--- src/hdl/fetch_pkg.sv ---
// Fetch front end package
// Shared types, select encodings, exception causes and sizes
package fetch_pkg;

    // Instruction memory geometry, one 32-bit word per entry
    localparam int IMEM_WORDS = 256;
    localparam int IMEM_IDX_W = 8;

    // Branch predictor table geometry
    localparam int BP_ENTRIES = 64;
    localparam int BP_IDX_W   = 6;

    // Top valid bit of an Sv39 virtual address
    localparam int VA_MSB = 38;

    typedef logic [63:0] addr_pc_t;
    typedef logic [31:0] inst_t;

    // Next PC source chosen by the control unit
    typedef enum logic [1:0] {
        NEXT_PC_SEL_KEEP_PC    = 2'b00,
        NEXT_PC_SEL_BP_OR_PC_4 = 2'b01,
        NEXT_PC_SEL_JUMP       = 2'b10,
        NEXT_PC_SEL_DEBUG      = 2'b11
    } next_pc_sel_t;

    typedef struct packed {
        next_pc_sel_t next_pc;
    } cu_if_t;

    // Resolved branch from execute, trains the predictor
    typedef struct packed {
        logic     is_branch_exe;
        logic     branch_taken_result_exe;
        addr_pc_t pc_execution;
        addr_pc_t branch_addr_result_exe;
    } exe_if_branch_pred_t;

    typedef enum logic {
        PRED_NOT_TAKEN = 1'b0,
        PRED_TAKEN     = 1'b1
    } branch_pred_decision_t;

    typedef struct packed {
        logic                  is_branch;
        branch_pred_decision_t decision;
        addr_pc_t              pred_addr;
    } bpred_t;

    // Fetch exception causes, RISC-V mcause numbering
    typedef enum logic [3:0] {
        INSTR_ADDR_MISALIGNED = 4'd0,
        INSTR_ACCESS_FAULT    = 4'd1
    } exception_cause_t;

    typedef struct packed {
        exception_cause_t cause;
        addr_pc_t         origin;
        logic             valid;
    } exception_t;

    // Packet from the first to the second fetch stage
    typedef struct packed {
        addr_pc_t   pc_inst;
        exception_t ex;
        bpred_t     bpred;
        logic       valid;
    } if_1_if_2_stage_t;

    // Fetched instruction presented at the top level
    typedef struct packed {
        addr_pc_t   pc_inst;
        inst_t      inst;
        exception_t ex;
        bpred_t     bpred;
        logic       valid;
    } fetch_out_t;

    // Request on the single instruction memory port
    typedef struct packed {
        logic                  valid;
        logic                  we;
        logic [IMEM_IDX_W-1:0] index;
        inst_t                 wdata;
    } mem_req_t;

endpackage

--- src/hdl/if_stage_2.sv ---
// Second fetch stage
// Registers the stage 1 packet and joins it with the memory word
module if_stage_2 (
    input  logic                        clk_i,
    input  logic                        rstn_i,
    input  fetch_pkg::if_1_if_2_stage_t stage_i,
    input  fetch_pkg::inst_t            rdata_i,
    output fetch_pkg::fetch_out_t       fetch_o
);
    import fetch_pkg::*;

    logic       valid_q;
    addr_pc_t   pc_q;
    exception_t ex_q;
    bpred_t     bpred_q;

    // Valid is the only control bit
    always_ff @(posedge clk_i, negedge rstn_i) begin
        if (!rstn_i) begin
            valid_q <= 1'b0;
        end else begin
            valid_q <= stage_i.valid;
        end
    end

    // Packet payload, same edge as the memory read
    always_ff @(posedge clk_i) begin
        pc_q    <= stage_i.pc_inst;
        ex_q    <= stage_i.ex;
        bpred_q <= stage_i.bpred;
    end

    assign fetch_o.pc_inst = pc_q;
    // Exception packets issued no read
    assign fetch_o.inst    = ex_q.valid ? '0 : rdata_i;
    assign fetch_o.ex      = ex_q;
    assign fetch_o.bpred   = bpred_q;
    assign fetch_o.valid   = valid_q;

endmodule

--- config.mk ---
export PLATFORM = sky130hd
export DESIGN_NAME = if_stage_2
export DESIGN_NICKNAME = d
export VERILOG_FILES = /design/src/hdl/fetch_pkg.sv /design/src/hdl/if_stage_2.sv
export SDC_FILE = /design/constraint.sdc
export NUM_CORES = 1
export LEC_CHECK = 0
export BUFFER_PORTS_ARGS = -buffer_cell sky130_fd_sc_hd__buf_4
export CORE_AREA = 10 10 171 173
export CTS_CLUSTER_SIZE = 28
export DETAILED_ROUTE_END_ITERATION = 16
export DIE_AREA = 0 0 181 183
export PLACE_DENSITY_LB_ADDON = 0.08
export SKIP_LAST_GASP = 1
export SYNTH_ARGS = -nofsm -noshare
export SYNTH_HDL_FRONTEND = slang
export SYNTH_SLANG_ARGS = --single-unit
export TNS_END_PERCENT = 30
--- constraint.sdc ---
create_clock -name clk_i -period 1.42 [get_ports clk_i]
set_input_delay 0.142 -clock clk_i [delete_from_list [all_inputs] [get_ports clk_i]]
set_output_delay 0.142 -clock clk_i [all_outputs]
set_load 0.1 [all_outputs]
==> key figures <==
Worst hold path
  – Cell depth of the worst hold path: 2
  – Hold Crit Endpoint: pc_q[53]
  – Hold path startpoint: stage_i[189]
  – Path type of the worst min-delay path: input pin to flip-flop

Floorplan
  – Top-level I/O count: 466
  – Die footprint: 0.03312 mm²
  – Initial Utilization: 0.1645
  – Number of rows created at floorplan: 59
  – Placeable core area: 0.02576 mm²
  – Die Wd: 181 µm
  – Floorplan die height: 183 µm

Timing
  – Final critical delay including setup and external delays: 1.456 ns
  – Achievable Freq: 686.6 MHz
  – Slew Limit Fails: 0
  – Worst slew margin relative to its limit: 0.7878
  – Slew at the pin closest to its max-slew limit: 0.3209 ns
  – Portion of the clock cycle consumed by the worst path in the final layout: 1.026
  – Hold violation total from the final report: 0
  – Worst path setup slack after routing: -0.03644 ns
  – Final setup vio count: 32
  – RSZ-0062 raised after global routing: true
  – Total Neg Setup Slack: -0.7253 ns

Synthesis
  – Area of the mapped netlist: 0.004239 mm²
  – Area share of the largest cell type after synthesis: 0.9398
  – Mean Syn Cell Area: 17.96 µm²
  – Top cell type by total area after synthesis: dfxtp_1
  – Sequential-to-total area share from yosys stat: 0.9457
  – Synth Register Bits: 200
  – Syn Inst Count: 236
  – Count of cell types in the netlist: 4
  – Top post-synthesis cells by area: dfxtp_1 (94%), nor2b_1 (4.7%), buf_4 (0.71%), dfrtp_1 (0.59%)
  – Number of warnings reported in the yosys synthesis log: 0
  – Post-Synthesis Net Count: 470

Final layout
  – Leading cell type in the layout, fill and taps excluded: buf_4
  – Fillers: 2321
  – Area taken by multi-input logic gates: 440.4 µm²
  – Layout area overhead: 171.3%
  – Layout net count: 1155
  – Final core utilization: 0.4465
  – Commonest cells after routing, fill and taps aside: buf_4 (432), dlygate4sd3_1 (202), dfxtp_1 (198)
  – Share of post-route cells with drive strength above 1: 0.5707
  – Area taken by flip-flops and latches: 0.004013 mm²

Route
  – Routed len/inst: 18.67 µm
  – DRC violation count after routing: 0
  – Vias: 4392
  – Via-per-instance ratio: 3.458
  – Total iterations of the first detailed-routing run: 4
  – Drt initial violations: 89
  – ANT nets after route: 0
  – Routed Wire Length: 23.71 mm

Power and ir drop
  – Cell Pwr Density: 1351 mW/mm²
  – Static power due to leakage: 5.471 nW
  – Total power after layout: 0.01554 W
  – Peak ir drop on the vdd network: 0.6185 mV

Critical path
  – Maximum fanout encountered on the critical timing path: 10
  – Launch point of the worst path: fetch_o[67]
  – Sort of element at the start of the critical path: flip-flop
  – Classification of the worst setup path: flip-flop to output pin
  – CP arrival: 1.31 ns
  – Critical Path Sink Type: output pin
  – WP data required: 1.28 ns

CTS
  – Maximum level of the CTS H-tree: 4
  – Clock buffers created by TritonCTS: 17
  – Maximum number of buffers from clock root to sink: 2
  – Sink Count: 200
  – Clock-pin slew on the worst setup and hold paths: 0.09 ns
  – CTS Root Buffer Type: clkbuf_16
  – TritonCTS clock tree: done

Global route
  – Initial antenna violation count: 1
  – Wire length of the first global-routing pass: 33.75 mm
  – Pin count of the biggest net entering global routing: 24
  – Global-route usage over all layers: 0.1375
  – Number of global-route vias before repair: 5289
  – Overflow after GRT: 0

Placement
  – Worst slack at placement: 0.3079 ns
  – Final weighted congestion in routability-driven placement: 0.7903
  – Number of port buffers: 465

Flow run
  – Max-cap violation count: 0

Status
  – Violations in the final reports: setup timing
  – Result of the run: finished, violations left
## synth_stat cells
| library cell | n |
|---|---|
| buf_4 | 4 |
| dfrtp_1 | 1 |
| dfxtp_1 | 199 |
| nor2b_1 | 32 |
## critical path, stage by stage, from the launching register on
cell,delay [ns]
dfxtp_4,0.38
buf_8,0.17
nor2b_4,0.14
buf_12,0.18
## layer usage
layer  vias up  track usage  wire, µm
met4         0      0.04719       512
met2       262       0.2665     13300
li1       2098            -         -
met3        25      0.09154      3239
met1      2007       0.1056      6658
met5         -            0         0
## sequential cells by signal, indices dropped and copies added (netlist names)
signal / flops
fetch_o: 135
valid_q: 1
pc_q: 64
## cell type report
| class | count | area share |
|---|---|---|
| Timing Repair Buffer | 670 | 0.5208 |
| Sequential cell | 200 | 0.3489 |
| Multi-Input combinational cell | 32 | 0.03829 |
| Clock buffer | 18 | 0.03818 |
| Tap cell | 335 | 0.03644 |
| Clock inverter | 14 | 0.01719 |
| Antenna cell | 1 | 0.0002176 |
## through the flow
stage / cells / hold WS [ns] / cell area (µm²)
floorplan: 236 / -0.1536 / 4483
global placement: 1034 / -0.08134 / 8391
detailed placement: 1034 / -0.07992 / 8391
CTS: 1269 / 0.3088 / 11500
global route: 1270 / 0.3125 / 11500
finish: 1270 / 0.3356 / 11500
## cells by family after synthesis
| family | synth area share |
|---|---|
| flip-flops | 0.9457 |
| AND/OR/NAND/NOR | 0.04723 |
| buffers and inverters | 0.007084 |
## power breakdown
| part | internal [W] | leakage, nW | switching, W | total (W) |
|---|---|---|---|---|
| sequential | 0.00591 | 1.69 | 0.0000877 | 0.00600 |
| clock | 0.00251 | 0.308 | 0.00258 | 0.00509 |
| combinational | 0.00140 | 3.47 | 0.00305 | 0.00445 |
| total | 0.00982 | 5.47 | 0.00572 | 0.0155 |
## repair_timing
item,CTS,global route
resized for setup,102,0
buffers inserted,0,0
gates cloned,1,0
hold buffers,202,0
hold endpoints to repair,201,0
setup endpoints to repair,33,33
## worst max path at each step
stage                              end  cells past startpoint
final                     fetch_o[159]                      3
after floorplan           fetch_o[136]                      2
after global routing      fetch_o[141]                      3
after CTS                 fetch_o[136]                      3
after detailed placement  fetch_o[163]                      3
after global placement    fetch_o[158]                      3
No activity file was read; power rests on OpenSTA's default activity.
