**src/hdl/fetch_pkg.sv**
```systemverilog
// Fetch front end package
// Shared types, select encodings, exception causes and sizes
package fetch_pkg;

    // Instruction memory geometry, one 32-bit word per entry
    localparam int IMEM_WORDS = 256;
    localparam int IMEM_IDX_W = 8;

    // Branch predictor table geometry
    localparam int BP_ENTRIES = 64;
    localparam int BP_IDX_W   = 6;

    // Top valid bit of an Sv39 virtual address
    localparam int VA_MSB = 38;

    typedef logic [63:0] addr_pc_t;
    typedef logic [31:0] inst_t;

    // Next PC source chosen by the control unit
    typedef enum logic [1:0] {
        NEXT_PC_SEL_KEEP_PC    = 2'b00,
        NEXT_PC_SEL_BP_OR_PC_4 = 2'b01,
        NEXT_PC_SEL_JUMP       = 2'b10,
        NEXT_PC_SEL_DEBUG      = 2'b11
    } next_pc_sel_t;

    typedef struct packed {
        next_pc_sel_t next_pc;
    } cu_if_t;

    // Resolved branch from execute, trains the predictor
    typedef struct packed {
        logic     is_branch_exe;
        logic     branch_taken_result_exe;
        addr_pc_t pc_execution;
        addr_pc_t branch_addr_result_exe;
    } exe_if_branch_pred_t;

    typedef enum logic {
        PRED_NOT_TAKEN = 1'b0,
        PRED_TAKEN     = 1'b1
    } branch_pred_decision_t;

    typedef struct packed {
        logic                  is_branch;
        branch_pred_decision_t decision;
        addr_pc_t              pred_addr;
    } bpred_t;

    // Fetch exception causes, RISC-V mcause numbering
    typedef enum logic [3:0] {
        INSTR_ADDR_MISALIGNED = 4'd0,
        INSTR_ACCESS_FAULT    = 4'd1
    } exception_cause_t;

    typedef struct packed {
        exception_cause_t cause;
        addr_pc_t         origin;
        logic             valid;
    } exception_t;

    // Packet from the first to the second fetch stage
    typedef struct packed {
        addr_pc_t   pc_inst;
        exception_t ex;
        bpred_t     bpred;
        logic       valid;
    } if_1_if_2_stage_t;

    // Fetched instruction presented at the top level
    typedef struct packed {
        addr_pc_t   pc_inst;
        inst_t      inst;
        exception_t ex;
        bpred_t     bpred;
        logic       valid;
    } fetch_out_t;

    // Request on the single instruction memory port
    typedef struct packed {
        logic                  valid;
        logic                  we;
        logic [IMEM_IDX_W-1:0] index;
        inst_t                 wdata;
    } mem_req_t;

endpackage

```
**src/hdl/branch_predictor.sv**
```systemverilog
// Branch predictor
// Direct-mapped table of 2-bit counters and targets, trained by execute
module branch_predictor (
    input  logic                           clk_i,
    input  logic                           rstn_i,
    input  fetch_pkg::addr_pc_t            pc_fetch_i,
    input  fetch_pkg::exe_if_branch_pred_t exe_i,
    output fetch_pkg::bpred_t              bpred_o
);
    import fetch_pkg::*;

    // Table state, no tags
    logic     is_branch_q [0:BP_ENTRIES-1];
    logic [1:0] cnt_q     [0:BP_ENTRIES-1];
    addr_pc_t target_q    [0:BP_ENTRIES-1];

    logic [BP_IDX_W-1:0] rd_idx;
    logic [BP_IDX_W-1:0] upd_idx;
    logic [1:0]          upd_cnt;
    logic [1:0]          upd_cnt_next;

    // Word index from PC bits 7 to 2
    assign rd_idx  = pc_fetch_i[BP_IDX_W+1:2];
    assign upd_idx = exe_i.pc_execution[BP_IDX_W+1:2];

    // Saturating step toward the resolved outcome
    assign upd_cnt = cnt_q[upd_idx];

    always_comb begin
        upd_cnt_next = upd_cnt;
        if (exe_i.branch_taken_result_exe) begin
            if (upd_cnt != 2'b11) begin
                upd_cnt_next = upd_cnt + 2'b01;
            end
        end else begin
            if (upd_cnt != 2'b00) begin
                upd_cnt_next = upd_cnt - 2'b01;
            end
        end
    end

    // Control state, cleared on reset
    always_ff @(posedge clk_i, negedge rstn_i) begin
        if (!rstn_i) begin
            for (int i = 0; i < BP_ENTRIES; i++) begin
                is_branch_q[i] <= 1'b0;
                cnt_q[i]       <= 2'b00;
            end
        end else if (exe_i.is_branch_exe) begin
            is_branch_q[upd_idx] <= 1'b1;
            cnt_q[upd_idx]       <= upd_cnt_next;
        end
    end

    // Targets are payload only
    always_ff @(posedge clk_i) begin
        if (exe_i.is_branch_exe) begin
            target_q[upd_idx] <= exe_i.branch_addr_result_exe;
        end
    end

    // Lookup, taken on counter MSB of a known branch
    assign bpred_o.is_branch = is_branch_q[rd_idx];
    assign bpred_o.decision  = (is_branch_q[rd_idx] && cnt_q[rd_idx][1]) ?
                               PRED_TAKEN : PRED_NOT_TAKEN;
    assign bpred_o.pred_addr = target_q[rd_idx];

endmodule

```
**config.mk**
```make
export PLATFORM = sky130hd
export DESIGN_NAME = branch_predictor
export DESIGN_NICKNAME = d
export VERILOG_FILES = /design/src/hdl/fetch_pkg.sv /design/src/hdl/branch_predictor.sv
export SDC_FILE = /design/constraint.sdc
export NUM_CORES = 2
export LEC_CHECK = 0
export BUFFER_PORTS_ARGS = -buffer_cell sky130_fd_sc_hd__buf_2
export CAP_MARGIN = 20
export CORE_UTILIZATION = 40
export DETAILED_ROUTE_END_ITERATION = 10
export RECOVER_POWER = 100
export SKIP_CTS_REPAIR_TIMING = 1
export SLEW_MARGIN = 20
export SYNTH_ARGS = -nofsm -noshare
export SYNTH_HDL_FRONTEND = slang
export SYNTH_SLANG_ARGS = --single-unit
```
**constraint.sdc**
```tcl
create_clock -name clk_i -period 6.96 [get_ports clk_i]
set_input_delay 1.392 -clock clk_i [delete_from_list [all_inputs] [get_ports clk_i]]
set_output_delay 1.392 -clock clk_i [all_outputs]
set_load 0.005 [all_outputs]
```
==> run_results.csv <==
group,metric,value,unit
outcome,outcome,"finished, violations left",
outcome,violations,"capacitance limit, slew limit",
routing,drt-initial-drc-count,9225,
clock_network,cts_buffers,429,
floorplan,ios,262,
pwr,peakVddDrop,216,µV
routing,firstDrtPassIters,5,
setup_path,startpoint_type,"input pin",
timing,fmax,0.155,GHz
pwr,p_sw_share,21.3,%
timing,setup_violations,0,
setup_path,critPathCaptureType,"flip-flop",
timing,slew_headroom,-145,%
clock_network,cts.clk_slew.worst_paths,0.06,ns
routing,final_antenna_net_count,0,
synthesis,syn_nets,6763,
flow_run,maxCapViolCount,150,
timing,skew,0.0193,ns
place,post-dp-hpwl,225000,µm
synthesis,syn_inst,6567,
grt,grt_pass1_vias,77568,
setup_path,reg2reg_from,"cnt_q[57]$_DFFE_PN0P_",
synthesis,avgSynthCellArea,24.9,µm²
floorplan,die_h,642,µm
setup_path,regToRegEndpoint,"cnt_q[43]$_DFFE_PN0P_",
routing,post_drt_wl_per_cell,34.3,µm
final_layout,area_delta_synth_final,13.7,%
setup_path,cp-endpoint,"target_q[58][29]$_DFFE_PP_",
setup_path,crit_type,"in -> reg",
timing,report.final.slew_viol_count,7006,
timing,hold_violations,0,
grt,grtUsageTotal,21.3,%
pwr,p_int,42.6,mW
pwr,p_sw,11.5,mW
setup_path,r2r_cells,7,
synthesis,synth.most_common_cell,"edfxtp_1",
setup_path,crit_arrival,6.92,ns
synthesis,ys_ff_latch,4288,
clock_network,clk_latency,0.97,ns
grt,top_usage_layer,"met2",
final_layout,multi_input_area,34400,µm²
synthesis,synth_top_area_share,75.2,%
clock_network,cts.root.buffer_cell,"clkbuf_16",
timing,finalSetupTns,0,ns
grt,grt_pass1_wl,612000,µm
synthesis,postSynth.asyncResetShare,4.48,%
grt,met1_usage,28.4,%
final_layout,nFillCells,33161,
synthesis,yosys_warnings,0,
routing,drc,0,
timing,fin_ws,0.514,ns
pwr,powerDensity,291,nW/µm²
timing,worstMarginPinSlew,3.67,ns
timing,min_period,6.45,ns
synthesis,ys.flop_type,"edfxtp_1",
pwr,power_frac_seq,53.3,%
worst_hold_path,min_path_type,"reg -> reg",
routing,finalWirelength,441000,µm
floorplan,core_area,407000,µm²
pwr,comb_power_share,5.3,%
grt,grt_max_degree,138,
floorplan,die_width,642,µm
clock_network,htreeDepth,5,
final_layout,seq_area,128000,µm²
grt,met3_usage,3.15,%
setup_path,critPathMaxFanout,28,
final_layout,drive_gt1_share,31.6,%
floorplan,die-area,412000,µm²
timing,fin_crit_sh,92.6,%
synthesis,synth_top_cells_by_count,"edfxtp_1, mux4_2, clkbuf_1",
place,pre_cts_ws,1.11,ns
grt,gr-usage-met2,36.5,%
pwr,clkPwrFrac,41.4,%
clock_network,clk_path_buf_depth,4,
clock_network,cts_tree,"done",
timing,rsz0062_at_grt,"no",
synthesis,ys_top_cells_by_area,"edfxtp_1, mux4_2, dfrtp_1, clkbuf_1, nor2_1",
pwr,power,54.1,mW
pwr,leakage,57.7,nW
setup_path,crit_path_start,"exe_i[68]",
final_layout,nets,7252,
grt,antenna_found_initial,30,
synthesis,yosysUniqueCellTypes,43,
final_layout,fin_util,45.7,%
floorplan,start_util,40.2,%
routing,viasPerCell,5.90,
synthesis,synth_edf_count,4096,
floorplan,fp-row-count,234,
synthesis,synth_top_cell_by_area,"edfxtp_1",
grt,overflow,0,
place,gp_congestion,0.773,
routing,vias,75848,
synthesis,ys_seq_area_share,78.1,%
place,portBuffers,145,
setup_path,worstPathRequired,7.43,ns
synthesis,syn_area,164000,µm²
setup_path,reg2reg_slack,2.62,ns
clock_network,cts_sinks,4288,
## sequential cells by signal, indices dropped and copies added (netlist names)
name / cells
cnt_q: 128
is_branch_q: 64
target_q: 4096
## power by group through the flow
stage | Sequential, mW | Clock, mW | Combinational (mW)
2_1_floorplan | 29.3 | 0 | 1.74
3_3_place_gp | 29.3 | 0 | 2.88
3_5_place_dp | 29.3 | 0 | 2.94
4_1_cts | 28.8 | 22.7 | 2.95
5_1_grt | 28.9 | 23.7 | 3.06
6_report | 28.8 | 22.4 | 2.87
## stage by stage
| stage | hold WS (ns) | std cells | instance area [µm²] |
|---|---|---|---|
| 2_1_floorplan | 0.429 | 6567 | 164000 |
| 3_3_place_gp | 0.446 | 12050 | 173000 |
| 3_5_place_dp | 0.450 | 12051 | 173000 |
| 4_1_cts | 0.465 | 12849 | 187000 |
| 5_1_grt | 0.479 | 12856 | 186000 |
| 6_report | 0.460 | 12861 | 186000 |
## per-layer routing
layer	vias up	share of wire, %
met5	-	0.022
met3	686	7.2
li1	29563	-
met1	42315	39
met4	14	3.0
met2	3270	51
## final cells by class
class | count | area share (%)
clock buffers | 515 | 6.04
multi-input cells | 1886 | 18.5
flip-flops and latches | 4288 | 68.7
repair buffers | 415 | 1.70
diodes | 10 | 0.0135
well taps | 5428 | 3.65
inverters | 36 | 0.133
clock inverters | 283 | 1.24
## layout by cell type (no fill, tap or decap), types with 5 or more instances in the layout
master and instances:
clkinvlp_4 31, buf_2 48, buf_12 66, nand2b_1 37, inv_6 22, clkinv_2 87, diode_2 10, buf_4 89
inv_1 10, nor3_1 5, dfrtp_1 192, nand2_1 77, mux2i_1 8, clkbuf_4 10, clkbuf_2 40, mux4_2 1414
edfxtp_1 4096, a21oi_1 64, o21ai_0 64, o31ai_1 29, bufinv_16 31, clkinv_1 126, nor2_4 13, clkbuf_16 437
nand3_1 7, nor3b_1 6, or2_2 29, clkbuf_1 234, nor2_1 84
## worst min path at each step
stage | start | endpoint | cells after the start
final | is_branch_q[47]$_DFFE_PN0P_ | is_branch_q[47]$_DFFE_PN0P_ | 1
after global routing | is_branch_q[26]$_DFFE_PN0P_ | is_branch_q[26]$_DFFE_PN0P_ | 1
after CTS | is_branch_q[33]$_DFFE_PN0P_ | is_branch_q[33]$_DFFE_PN0P_ | 1
after detailed placement | is_branch_q[33]$_DFFE_PN0P_ | is_branch_q[33]$_DFFE_PN0P_ | 1
after global placement | is_branch_q[24]$_DFFE_PN0P_ | is_branch_q[24]$_DFFE_PN0P_ | 1
after floorplan | is_branch_q[13]$_DFFE_PN0P_ | is_branch_q[13]$_DFFE_PN0P_ | 1
## logic make-up after synthesis
group,Yosys count,synth area share (%)
compound gates,173,0.600
fa+ha+maj,2,0.0130
mux,1423,19.5
flops,4288,78.1
simple gates,288,0.841
buf+inv,393,0.934
## critical path, cell delays in order
cell and delay, ns:
clkbuf_1 0.52, clkbuf_1 0.71, nor3_1 0.50, clkbuf_1 0.41
nand2_1 0.27, inv_6 0.48, clkbuf_1 2.47
(Power assumes the default switching activity.)
