--- config.mk ---
export PLATFORM = sky130hd
export DESIGN_NAME = imem_arbiter
export DESIGN_NICKNAME = d
export VERILOG_FILES = /design/src/hdl/fetch_pkg.sv /design/src/hdl/imem_arbiter.sv
export SDC_FILE = /design/constraint.sdc
export NUM_CORES = 1
export LEC_CHECK = 0
export ABC_AREA = 1
export BUFFER_PORTS_ARGS = -buffer_cell sky130_fd_sc_hd__buf_2
export CORE_UTILIZATION = 28
export DETAILED_ROUTE_END_ITERATION = 12
export GPL_TIMING_DRIVEN = 0
export PLACE_DENSITY_LB_ADDON = 0.15
export SYNTH_ARGS = -nofsm -noshare
export SYNTH_HDL_FRONTEND = slang
export SYNTH_SLANG_ARGS = --single-unit
--- constraint.sdc ---
create_clock -name vclk -period 0.8
set_input_delay 0.04 -clock vclk [all_inputs]
set_output_delay 0.04 -clock vclk [all_outputs]
set_load 0.05 [all_outputs]
--- src/hdl/fetch_pkg.sv ---
// Fetch front end package
// Shared types, select encodings, exception causes and sizes
package fetch_pkg;

    // Instruction memory geometry, one 32-bit word per entry
    localparam int IMEM_WORDS = 256;
    localparam int IMEM_IDX_W = 8;

    // Branch predictor table geometry
    localparam int BP_ENTRIES = 64;
    localparam int BP_IDX_W   = 6;

    // Top valid bit of an Sv39 virtual address
    localparam int VA_MSB = 38;

    typedef logic [63:0] addr_pc_t;
    typedef logic [31:0] inst_t;

    // Next PC source chosen by the control unit
    typedef enum logic [1:0] {
        NEXT_PC_SEL_KEEP_PC    = 2'b00,
        NEXT_PC_SEL_BP_OR_PC_4 = 2'b01,
        NEXT_PC_SEL_JUMP       = 2'b10,
        NEXT_PC_SEL_DEBUG      = 2'b11
    } next_pc_sel_t;

    typedef struct packed {
        next_pc_sel_t next_pc;
    } cu_if_t;

    // Resolved branch from execute, trains the predictor
    typedef struct packed {
        logic     is_branch_exe;
        logic     branch_taken_result_exe;
        addr_pc_t pc_execution;
        addr_pc_t branch_addr_result_exe;
    } exe_if_branch_pred_t;

    typedef enum logic {
        PRED_NOT_TAKEN = 1'b0,
        PRED_TAKEN     = 1'b1
    } branch_pred_decision_t;

    typedef struct packed {
        logic                  is_branch;
        branch_pred_decision_t decision;
        addr_pc_t              pred_addr;
    } bpred_t;

    // Fetch exception causes, RISC-V mcause numbering
    typedef enum logic [3:0] {
        INSTR_ADDR_MISALIGNED = 4'd0,
        INSTR_ACCESS_FAULT    = 4'd1
    } exception_cause_t;

    typedef struct packed {
        exception_cause_t cause;
        addr_pc_t         origin;
        logic             valid;
    } exception_t;

    // Packet from the first to the second fetch stage
    typedef struct packed {
        addr_pc_t   pc_inst;
        exception_t ex;
        bpred_t     bpred;
        logic       valid;
    } if_1_if_2_stage_t;

    // Fetched instruction presented at the top level
    typedef struct packed {
        addr_pc_t   pc_inst;
        inst_t      inst;
        exception_t ex;
        bpred_t     bpred;
        logic       valid;
    } fetch_out_t;

    // Request on the single instruction memory port
    typedef struct packed {
        logic                  valid;
        logic                  we;
        logic [IMEM_IDX_W-1:0] index;
        inst_t                 wdata;
    } mem_req_t;

endpackage

--- src/hdl/imem_arbiter.sv ---
// Instruction memory arbiter
// Fixed priority, program loader ahead of the fetch stage
module imem_arbiter (
    input  fetch_pkg::mem_req_t load_req_i,
    input  fetch_pkg::mem_req_t fetch_req_i,
    output fetch_pkg::mem_req_t mem_req_o,
    output logic                fetch_grant_o
);
    import fetch_pkg::*;

    logic load_win;

    // Any pending load takes the port
    assign load_win = load_req_i.valid;

    // Forward the winner to the memory
    always_comb begin
        if (load_win) begin
            mem_req_o = load_req_i;
        end else begin
            mem_req_o = fetch_req_i;
        end
    end

    // Grant is a level, also high for an idle fetch
    assign fetch_grant_o = !load_win;

endmodule

==> results of run 1 <==
## cell families after synthesis
| group | share of synthesized area, % |
|---|---|
| buffers and inverters | 18.7 |
| and+or+nand+nor | 81.3 |
## critical path, cell delays in order
cell	delay (ps)
sky130_fd_sc_hd__buf_6	120
sky130_fd_sc_hd__inv_8	70
sky130_fd_sc_hd__buf_12	130
sky130_fd_sc_hd__nand2_2	40
sky130_fd_sc_hd__nand2_1	50
sky130_fd_sc_hd__buf_2	250
## cell type report
class                      count  share of cell area, %
buffer                         9                   7.85
inverter                       1                  0.821
multi-input combinational    124                   39.2
tap                           27                   2.46
timing repair buffer         126                   49.6
## cell usage in the layout, fill, tap and decap left out
cell                       netlist  routed
sky130_fd_sc_hd__clkbuf_4        0      19
sky130_fd_sc_hd__buf_6           4       4
sky130_fd_sc_hd__or2_2           1       1
sky130_fd_sc_hd__buf_2           0     106
sky130_fd_sc_hd__nand2_1       104      95
sky130_fd_sc_hd__nand2_2        19      28
sky130_fd_sc_hd__buf_12          2       2
sky130_fd_sc_hd__inv_8           1       1
sky130_fd_sc_hd__buf_4           3       4
## how the worst max path moves through the flow
stage / slack, ps / cells after the start / endpoint / from
after CTS: 20 / 6 / mem_req_o[11] / load_req_i[41]
final: 40 / 6 / mem_req_o[1] / load_req_i[41]
after global placement: 30 / 6 / mem_req_o[11] / load_req_i[41]
after global routing: 1 / 6 / mem_req_o[1] / load_req_i[41]
after detailed placement: 20 / 6 / mem_req_o[11] / load_req_i[41]
after floorplan: 30 / 5 / mem_req_o[10] / load_req_i[41]
## stage by stage
step / cell area [µm²] / power, mW / util [%] / setup WS, ps
3_5_place_dp: 1320 / 1.28 / 64.7 / 24.5
3_3_place_gp: 1320 / 1.27 / 64.7 / 27.2
5_1_grt: 1370 / 1.40 / 67.2 / 1.02
4_1_cts: 1320 / 1.29 / 64.7 / 22.8
6_report: 1370 / 1.32 / 67.2 / 40.5
2_1_floorplan: 657 / 0.896 / - / 30.1
## routing by layer
layer | routed length [µm] | track usage, % | up-vias | part of all wire, %
li1 | - | - | 648 | -
met1 | 854 | 17.0 | 497 | 35
met2 | 1320 | 42.6 | 71 | 54
met3 | 282 | 4.32 | 2 | 11
met4 | 8 | 3.81 | 0 | 0.32
met5 | 0 | 0 | - | 0
## timing repair
item / 4_1_cts / 5_1_grt
setup buffers: 0 / 0
resized for setup: 0 / 21
setup endpoints to repair: 0 / 20
## power by group
group | total (mW) | switching, mW | internal [mW]
sequential | 0 | 0 | 0
combinational | 1.32 | 0.886 | 0.430
clock | 0 | 0 | 0
==> metrics list, run 1 <==
* Worst-margin pin slew: 260 ps
* Cell with the most instances after synthesis: sky130_fd_sc_hd__nand2_1
- The max-slew violation count is 0.
- Number of standard cells after synthesis: roughly 130
- The worst hold path belongs to the class input pin to output pin.
- Across the whole layout, storage elements account for 0 µm².
- After the last flow step, the layout net total stands at 346.
- Initial detailed-routing violation count: 9
- Detailed-placement wirelength estimate: between 2000 and 2500 µm
* Number of placed I/O pins: between 100 and 150
* Maximum number of pins on one net before global-route repair: 11
- Flip-flop and latch count: 0
* Clock buffer instance count of the final layout: 0
* Highest attainable clock frequency: 1.32 GHz
- Wire length of the first global-routing pass: 4000 µm
* Net count after synthesis: about 220
- Crit end category: output pin
* Fraction of layout instances using a drive strength above 1: 63.5%
- Hold-critical path depth: 4
- After detailed routing, the total wire length is 2470 µm.
- Run status: complete, no violations
- The total overflow left after global routing is 0.
- Final Hold Vio Count: 0
- Adding up every negative setup slack in the final design gives 0 ps.
* Placement row count: 16
- Number of placed instances with taps included: 287
- Routability-driven placement finished with a final weighted congestion of between 0.7 and 0.8.
- Cell type contributing the most total cell area after synthesis: sky130_fd_sc_hd__nand2_1
* Port Buf Inserts: 126
- Summing over every cut layer, the via total after detailed routing is 1218.
- For hold timing, the worst endpoint is mem_req_o[15].
- Setup violations remaining at the end of the flow were counted as 0.
* Portion of the post-synthesis area used by sequential elements: 0%
- At the worst endpoint, the arrival time is 720 ps.
- Leading cell types by count after synthesis: sky130_fd_sc_hd__nand2_1, sky130_fd_sc_hd__nand2_2, sky130_fd_sc_hd__buf_6
- Fill cell instance count of the final layout: 223
* Number of warning messages in the yosys log: 0
- Max-Cap Viols: 0
- Startpoint-to-endpoint class of the critical path: input pin to output pin
* Floorplan die height: 49.6 µm
- Compared with the post-synthesis result, the final layout area differs by 116%.
- Min-Delay Startpoint: fetch_req_i[15]
- Final hold analysis gives a worst-case slack of 428 ps.
* Number of distinct library cells after synthesis: 7
* Count of inserted antenna diode cells: 0
* Post-route clock period utilization: approximately 95%
- Max FO, Critical Path: 10
- Standard cell core area: 2040 µm²
- In the routed design, unresolved DRC markers number 0.
* Hold bufs inserted after CTS: 0
- The first TritonRoute pass finished after 5 iterations.
- Power density of the placed cells: 960 nW/µm²
- Measured against its own limit, the worst slew margin works out to 82.8%.
- RSZ-0062 raised after global routing: no
* DR WL/cell: approximately 8.6 µm
- In this run the cell area of the synthesized design comes to 634 µm².
- Chip Width: 49.6 µm
- VDD sags by at most between 500 and 600 µV.
- Top area cells in the synthesized netlist: sky130_fd_sc_hd__nand2_1, sky130_fd_sc_hd__nand2_2, sky130_fd_sc_hd__buf_6
- The count of nets left with antenna violations once routing finished came out at 0.
* Effective utilization at floorplan: 31.1%
- Multi-input gate area in the final layout: 538 µm²
- For this design the static power due to leakage is 0.946 nW.
- Vias in the first global route: 1056
- Final min period: 759 ps
- In the routed layout, each cell is associated on average with a via count of 4.24.
- The die covers between 2000 and 2500 µm².
- Average footprint of a synthesized cell: 4.73 µm²
* Number of cells in the finished layout apart from fillers: 287
- Initial antenna violation count: 0
* Proportion of netlist area held by the largest area contributor: between 60% and 70%
- Data on the critical path is required at its endpoint by 760 ps.
* Total track usage: between 10% and 20%
* Type of origin of the critical path: input pin
No activity file was read; power rests on OpenSTA's default activity.
==> run 2, diff against run 1 <==
--- a/config.mk
+++ b/config.mk
@@ -12,3 +12,3 @@
 export GPL_TIMING_DRIVEN = 0
-export PLACE_DENSITY_LB_ADDON = 0.15
+export PLACE_DENSITY = 0.92
 export SYNTH_ARGS = -nofsm -noshare
==> constraint.sdc (replaced) <==
create_clock -name vclk -period 0.8
set_input_delay 0.24 -clock vclk [all_inputs]
set_output_delay 0.24 -clock vclk [all_outputs]
set_load 0.05 [all_outputs]
==> metrics list, run 2 <==
- Average footprint of a synthesized cell: 4.73 µm²
- After Yosys synthesis, and, or, nand and nor cells account for 81.3% of the synthesized area.
- Leading cell types by count after synthesis: sky130_fd_sc_hd__nand2_1, sky130_fd_sc_hd__nand2_2, sky130_fd_sc_hd__buf_6
- Sorting the synthesized cells by area gives the leading types as sky130_fd_sc_hd__nand2_1, sky130_fd_sc_hd__nand2_2, sky130_fd_sc_hd__buf_6.
* Post-synthesis share of cell area spent on full adders, half adders and majority gates: 0%
- Combinational family with the most area after synthesis: simple AND/OR/NAND/NOR gates
- Compound-gate portion of the synthesized area: 0%
- Number of warning messages in the yosys log: 0
- Measured against the total synthesized area, the mux share comes to 0%.
* Chip Width: 49.6 µm
- Placement row count: 16
- Buffer count from post-CTS setup fixing: 0
- During I/O placement, the number of pins put on the boundary was 127.
* Detailed-placement wirelength estimate: 2620 µm
- Number of standard cells after synthesis: roughly 130
- At the end of routability-driven placement, the weighted congestion stood at roughly 0.70.
- Floorplan die height: 49.6 µm
- Cell with the most instances after synthesis: sky130_fd_sc_hd__nand2_1
- Net count after synthesis: between 200 and 250
* Post-Synth XOR/XNOR Area: 0%
* First reported error: [ERROR DPL-0038] Utilization greater than 100%, impossible to legalize
* Run status: did not finish
- Proportion of netlist area held by the largest area contributor: 61.5%
- After synthesis, flip-flops and latches occupy 0% of the total area.
- Post-place setup slack: -455 ps
- Hold bufs inserted after CTS: 0
- The mapped netlist covers ~630 µm².
- The biggest area contributor in the post-synthesis netlist is sky130_fd_sc_hd__nand2_1.
- Effective utilization at floorplan: 31.1%
- The synthesized netlist contains 7 unique library cells.
- Count of instances resized after the clock tree is built: between 100 and 150
- The count of buffers added on input and output ports is 126.
- It got as far as clock tree synthesis (4_1_cts) and failed there.
-- run 2: stage by stage --
stage / area [µm²] / hold WS [ps] / instances / util, %
3_5_place_dp: 1780 / 886 / 287 / 87.4
2_1_floorplan: 1120 / 608 / 134 / -
3_3_place_gp: 1780 / 884 / 287 / 87.4
-- run 2: cell families after synthesis --
group                  Yosys count
buffers and inverters           10
and+or+nand+nor                124
==> run 3, diff against run 2 <==
Settings changed: CORE_AREA from default to 2 2 63 65, CORE_UTILIZATION 28 to default, DIE_AREA from default to 0 0 65 67, PLACE_DENSITY 0.92 to default, PLACE_DENSITY_LB_ADDON from default to 0.15.
==> metrics list, run 3 (synthesis gave the netlist of run 1 again) <==
- The count of nets left with antenna violations once routing finished came out at 0.
- The critical path contains buffers and inverters numbering 4 combined.
- The via count of the first global-routing pass was approximately 1.3k.
- Int Pwr: a little under 1 mW
- Entering global routing, the biggest net connects 11 pins.
- Number of cells in the finished layout apart from fillers: 315
- Crit-path leading delay family: buffers and inverters
* Worst path setup slack after routing: -326 ps
- Largest stage delay on the critical path: 170 ps
* Via density: about 4.2
* Violated checks: setup timing
- Sequential power share: 0%
* Initial detailed-routing violation count: 19
- Cells along the critical path: buf_16 > clkinv_16 > clkbuf_16 > nand2_8 > nand2_8 > buf_8
* Highest attainable clock frequency: roughly 0.9 GHz
- The design draws 2.19 mW.
- Across the run, the number of max-cap violations was 0.
- Relative area change from synthesis to final layout: 307%
* Run status: finished with violations
* Net count, final: 353
- After layout, the clock buffer instance count stands at 0.
- Type of origin of the critical path: input pin
* Worst slew margin relative to its limit: 88.4%
- Fill cell instance count of the final layout: 285
- Counting tap cells, the placed design contains a total of about 310 instances.
* Switching share of total power: ~56%
- The sequential cells in the finished layout cover a total of 0 µm².
* Worst-case vdd ir drop: 462 µV
- DR WL/cell: 11.6 µm
- The multi-input combinational cells in the finished layout cover a total of 1110 µm².
- For this design the static power due to leakage is 1.35 nW.
* RSZ-0062 raised after global routing: yes
- Initial antenna violation count: 0
- Number of placed I/O pins: around 130
- The die covers 4360 µm².
- Endpoint required time on the critical path: 560 ps
- Final number of setup-violating endpoints: 43
- Final-report max-slew violation count: 0
- At the worst endpoint, the arrival time is just under 900 ps.
* Wire length of the first global-routing pass: 5100 µm
- Placement row count: 22
- Worst hold slack across all endpoints: 806 ps
- At the pin with the least slew margin, the transition time is 174 ps.
- Floorplan die height: 67 µm
* Power spent charging and discharging nets: 1.22 mW
* Chip Width: 65 µm
- In the layout the commonest cells are sky130_fd_sc_hd__buf_2, sky130_fd_sc_hd__nand2_4, sky130_fd_sc_hd__buf_8.
- Leaving out fill and tap cells, the most frequent cell in the layout is sky130_fd_sc_hd__buf_2.
- Once the floorplan was initialized, standard cells occupied between 10% and 20% of the core.
- Startpoint-to-endpoint class of the critical path: input pin to output pin
- Summed over all layers, the global routing overflow is 0.
* Worst min-delay path category: input pin to output pin
* Share of power burned in the clock network: 0%
- Post-route clock period utilization: 141%
* Final Hold Vio Count: 0
* First-pass iteration count of the detailed router: 4
- After detailed routing, the number of remaining DRC violations is 0.
- In the global route stage, overall resource usage came out at 14.2%.
* Fraction of layout instances using a drive strength above 1: roughly 87%
- Power density of the placed cells: 847 nW/µm²
- Combinational logic is responsible for 100.0% of the overall power.
- Max FO, Critical Path: 5
- Flip-flop and latch count: 0
- Crit end category: output pin
* Standard cell core area: 3610 µm²
- The smallest clock period supported by the final layout is computed as 1130 ps.
* Via count: 1331
* Gp weighted congestion: 0.694
- Buffers placed on the I/O ports in this run total 126.
* Detailed-placement wirelength estimate: 2500 µm
- 0 antenna diodes ended up in the layout.
- Hold bufs inserted after CTS: 0
* Master of the slowest instance on the critical path: sky130_fd_sc_hd__clkbuf_16
- Cell with the most instances on the worst path: sky130_fd_sc_hd__nand2_8
- Wires add up to about 3700 µm.
==> run 3: layout make-up <==
cell class / instances / share of cell area, %
repair buffers: 132 / 46.6
multi-input cells: 124 / 43.1
plain buffers: 9 / 6.20
well taps: 48 / 2.32
inverters: 1 / 1.16
repair inverters: 1 / 0.629
==> run 3: what timing repair did <==
item                                    in CTS  in global routing
pin swaps                                    0                  1
buffers inserted                             0                  1
endpoints found under the setup margin      43                 43
gates resized for setup                    123                 53
gates cloned                                 0                  6
==> run 3: power groups by stage <==
stage / sequential (mW) / combinational [mW] / clock, mW
2_1_floorplan: 0 / 1.18 / 0
3_3_place_gp: 0 / 1.57 / 0
3_5_place_dp: 0 / 1.59 / 0
4_1_cts: 0 / 1.97 / 0
5_1_grt: 0 / 2.29 / 0
6_report: 0 / 2.19 / 0
==> run 3: per-layer routing <==
| layer | wire, µm | GRT usage [%] |
|---|---|---|
| met4 | 16 | 0 |
| met3 | 386 | 2.87 |
| met2 | 2150 | 31.7 |
| met1 | 1110 | 13.7 |
| met5 | 0 | 0 |
==> run 3: per-stage QoR <==
step	instance area (µm²)	util (%)	setup WS [ps]	setup TNS, ps
floorplan	1120	-	-236	-9110
global placement	1810	50.2	-454	-17460
detailed placement	1810	50.2	-463	-17810
CTS	2220	61.6	-344	-13070
global route	2580	71.7	-357	-13460
finish	2580	71.7	-326	-12170
==> run 3: final timing paths <==
kind / from / end / cells after the start
max: load_req_i[41] / mem_req_o[2] / 6
min: fetch_req_i[41] / mem_req_o[41] / 3
==> run 4, diff against run 3 <==
Settings changed: ABC_AREA 1 to default, RECOVER_POWER from default to 50.
==> metrics list, run 4 <==
- Net count, final: 261
- The worst setup path is of the input pin to output pin kind.
- Int Pwr: 756 µW
* Commonest non-fill, non-tap cells in the layout: sky130_fd_sc_hd__buf_2, sky130_fd_sc_hd__buf_6, sky130_fd_sc_hd__mux2_4
- For the worst setup path, the data arrival time is between 900 and 1000 ps.
* Maximum number of pins on one net before global-route repair: 11
- Worst Hold Path EP: mem_req_o[41]
* Initial antenna violation count: 0
- The die is 65 µm wide.
- By instance count, the cell type seen most on the critical path is sky130_fd_sc_hd__buf_12.
- Sequential cells account for 0% of the total power.
- The core region is 3610 µm².
* Violated checks: setup timing
* Count of inserted antenna diode cells: 0
* Final-report max-slew violation count: 0
- Input and output buffers added on the ports amount to between 100 and 150.
- Number of warning messages in the yosys log: 0
- Cell type contributing the most total cell area after synthesis: sky130_fd_sc_hd__mux2_4
- In the finished design, the share of the clock period the worst path needs comes to 152%.
- Setup violations remaining at the end of the flow were counted as 43.
* Cell with the most instances after synthesis: sky130_fd_sc_hd__mux2_4
- The via count of the first global-routing pass was 824.
* Power share of the combinational group: 100.0%
- Antenna-violating nets left: 0
- The cell area that synthesis handed to floorplanning was 706 µm².
- The floorplan step set the die height to between 60 and 70 µm.
- The routed design has 2550 µm of wire.
- A synthesized cell averages 14.7 µm².
- Min-Delay Startpoint: fetch_req_i[41]
* Max FO, Critical Path: 10
* First-pass iteration count of the detailed router: 4
- In the final layout, flip-flops and latches occupy 0 µm².
* Share of power burned in the clock network: 0%
- Largest stage delay on the critical path: about 310 ps
* Gp weighted congestion: 0.664
- The number of nets handed over by synthesis was 132.
- Run status: finished with violations
* Via density: 3.99
- Switching share of total power: 53.2%
- Crit-path leading delay family: buffers and inverters
* Worst-margin pin slew: 113 ps
- The analysis attributes to net switching a power of about 860 µW.
* Final min period: between 1000 and 1500 ps
* Total track usage: 9.77%
- Summed over all nets, the half-perimeter wirelength after detailed placement is 2190 µm.
* Via count: 890
* Master of the slowest instance on the critical path: sky130_fd_sc_hd__mux2_4
- The area growth from synthesis to layout is 141%.
- Across all setup checks in the final design, the least slack found is -416 ps.
- Logic depth of the worst path, buffers included: 4
- Worst min-delay path category: input pin to output pin
- Residual DRC: 0
* Top area cells in the synthesized netlist: sky130_fd_sc_hd__mux2_4, sky130_fd_sc_hd__buf_12, sky130_fd_sc_hd__mux2_2
* Power density of the placed cells: 951 nW/µm²
- Initial detailed-routing violation count: 11
* Leakage component of the power: 0.978 nW
* Post-place setup slack: -457 ps
- Flip-flop and latch count: 0
* Effective utilization at floorplan: 19.6%
- The die covers 4360 µm².
- Hold-critical path depth: 3
* Residual overflow from global routing: 0
* Endpoint required time on the critical path: roughly 560 ps
- Worst hold slack across all endpoints: 801 ps
* Placement row count: 22
- Highest attainable clock frequency: 0.822 GHz
- In this run the biggest area consumer among cell types represents 80.9% of the synthesized area.
- Wire length of the first global-routing pass: 3480 µm
- Cells along the critical path: buf_12 > buf_12 > mux2_4 > buf_8
- Counting every instance in the synthesized netlist gives 48.
* Number of distinct library cells after synthesis: 6
* Worst slew margin relative to its limit: a little over 90%
* DR WL/cell: around 11 µm
- Number of placed I/O pins: 127
- Worst-case vdd ir drop: ~370 µV
- STA classifies the critical path endpoint as an output pin.
- The tool flagged a number of max-cap violations equal to 0.
- Type of origin of the critical path: input pin
- Leading cell types by count after synthesis: sky130_fd_sc_hd__mux2_4, sky130_fd_sc_hd__buf_12, sky130_fd_sc_hd__mux2_2
- Portion of the post-synthesis area used by sequential elements: 0%
- Fraction of layout instances using a drive strength above 1: 100%
- Clock buffer instance count of the final layout: 0
- Buffering stage count on the worst path with inverters included: 3
- Leaving out fill and tap cells, the most frequent cell in the layout is sky130_fd_sc_hd__buf_2.
- The final count of hold timing violations was 0.
- RSZ-0062 raised after global routing: yes
* Worst setup path start: load_req_i[41]
run 4: area by class of cell:
type | count | area (µm²)
tap | 48 | 60.1
buffer | 5 | 100
fill | 346 | 1910
multi-input combinational | 42 | 617
inverter | 1 | 3.75
timing repair buffer | 127 | 918
run 4: stage by stage:
stage                     instance area [µm²]  instances  TNS [ps]  utilization, %  power [mW]
after CTS                                1680        222    -16790            46.6        1.61
after global placement                   1410        222    -18650            39.0        1.34
after global routing                     1700        223    -17280            47.1        1.68
after detailed placement                 1410        222    -18820            39.0        1.36
after floorplan                           717         48    -13430               -        1.01
final                                    1700        223    -16700            47.1        1.62
run 4: worst max path at each step:
stage / endpoint
3_3_place_gp: mem_req_o[23]
4_1_cts: mem_req_o[23]
2_1_floorplan: mem_req_o[10]
3_5_place_dp: mem_req_o[23]
5_1_grt: mem_req_o[34]
6_report: mem_req_o[34]
run 4: routing by layer:
| layer | global-route usage [%] | share of wire (%) | up-vias | routed length [µm] |
|---|---|---|---|---|
| li1 | - | - | 434 | - |
| met1 | 9.50 | 30 | 390 | 760 |
| met2 | 21.4 | 58 | 66 | 1480 |
| met3 | 1.86 | 12 | 0 | 307 |
| met4 | 0.798 | 0 | 0 | 0 |
| met5 | 0 | 0 | - | 0 |
run 4: logic make-up after synthesis:
kind of cell | synth area share (%)
and+or+nand+nor | 0.887
buffers and inverters | 13.5
muxes | 85.6
run 4: what timing repair did:
item                       CTS  global route
resized for setup           88             3
hold buffers                 0             0
setup buffers                0             1
setup endpoints to repair   43            43
hold endpoints to repair     0             0
run 4: power by group through the flow:
stage | registers [mW] | logic, mW | clock network [mW]
floorplan | 0 | 1.01 | 0
global placement | 0 | 1.34 | 0
global route | 0 | 1.68 | 0
detailed placement | 0 | 1.36 | 0
CTS | 0 | 1.60 | 0
finish | 0 | 1.62 | 0
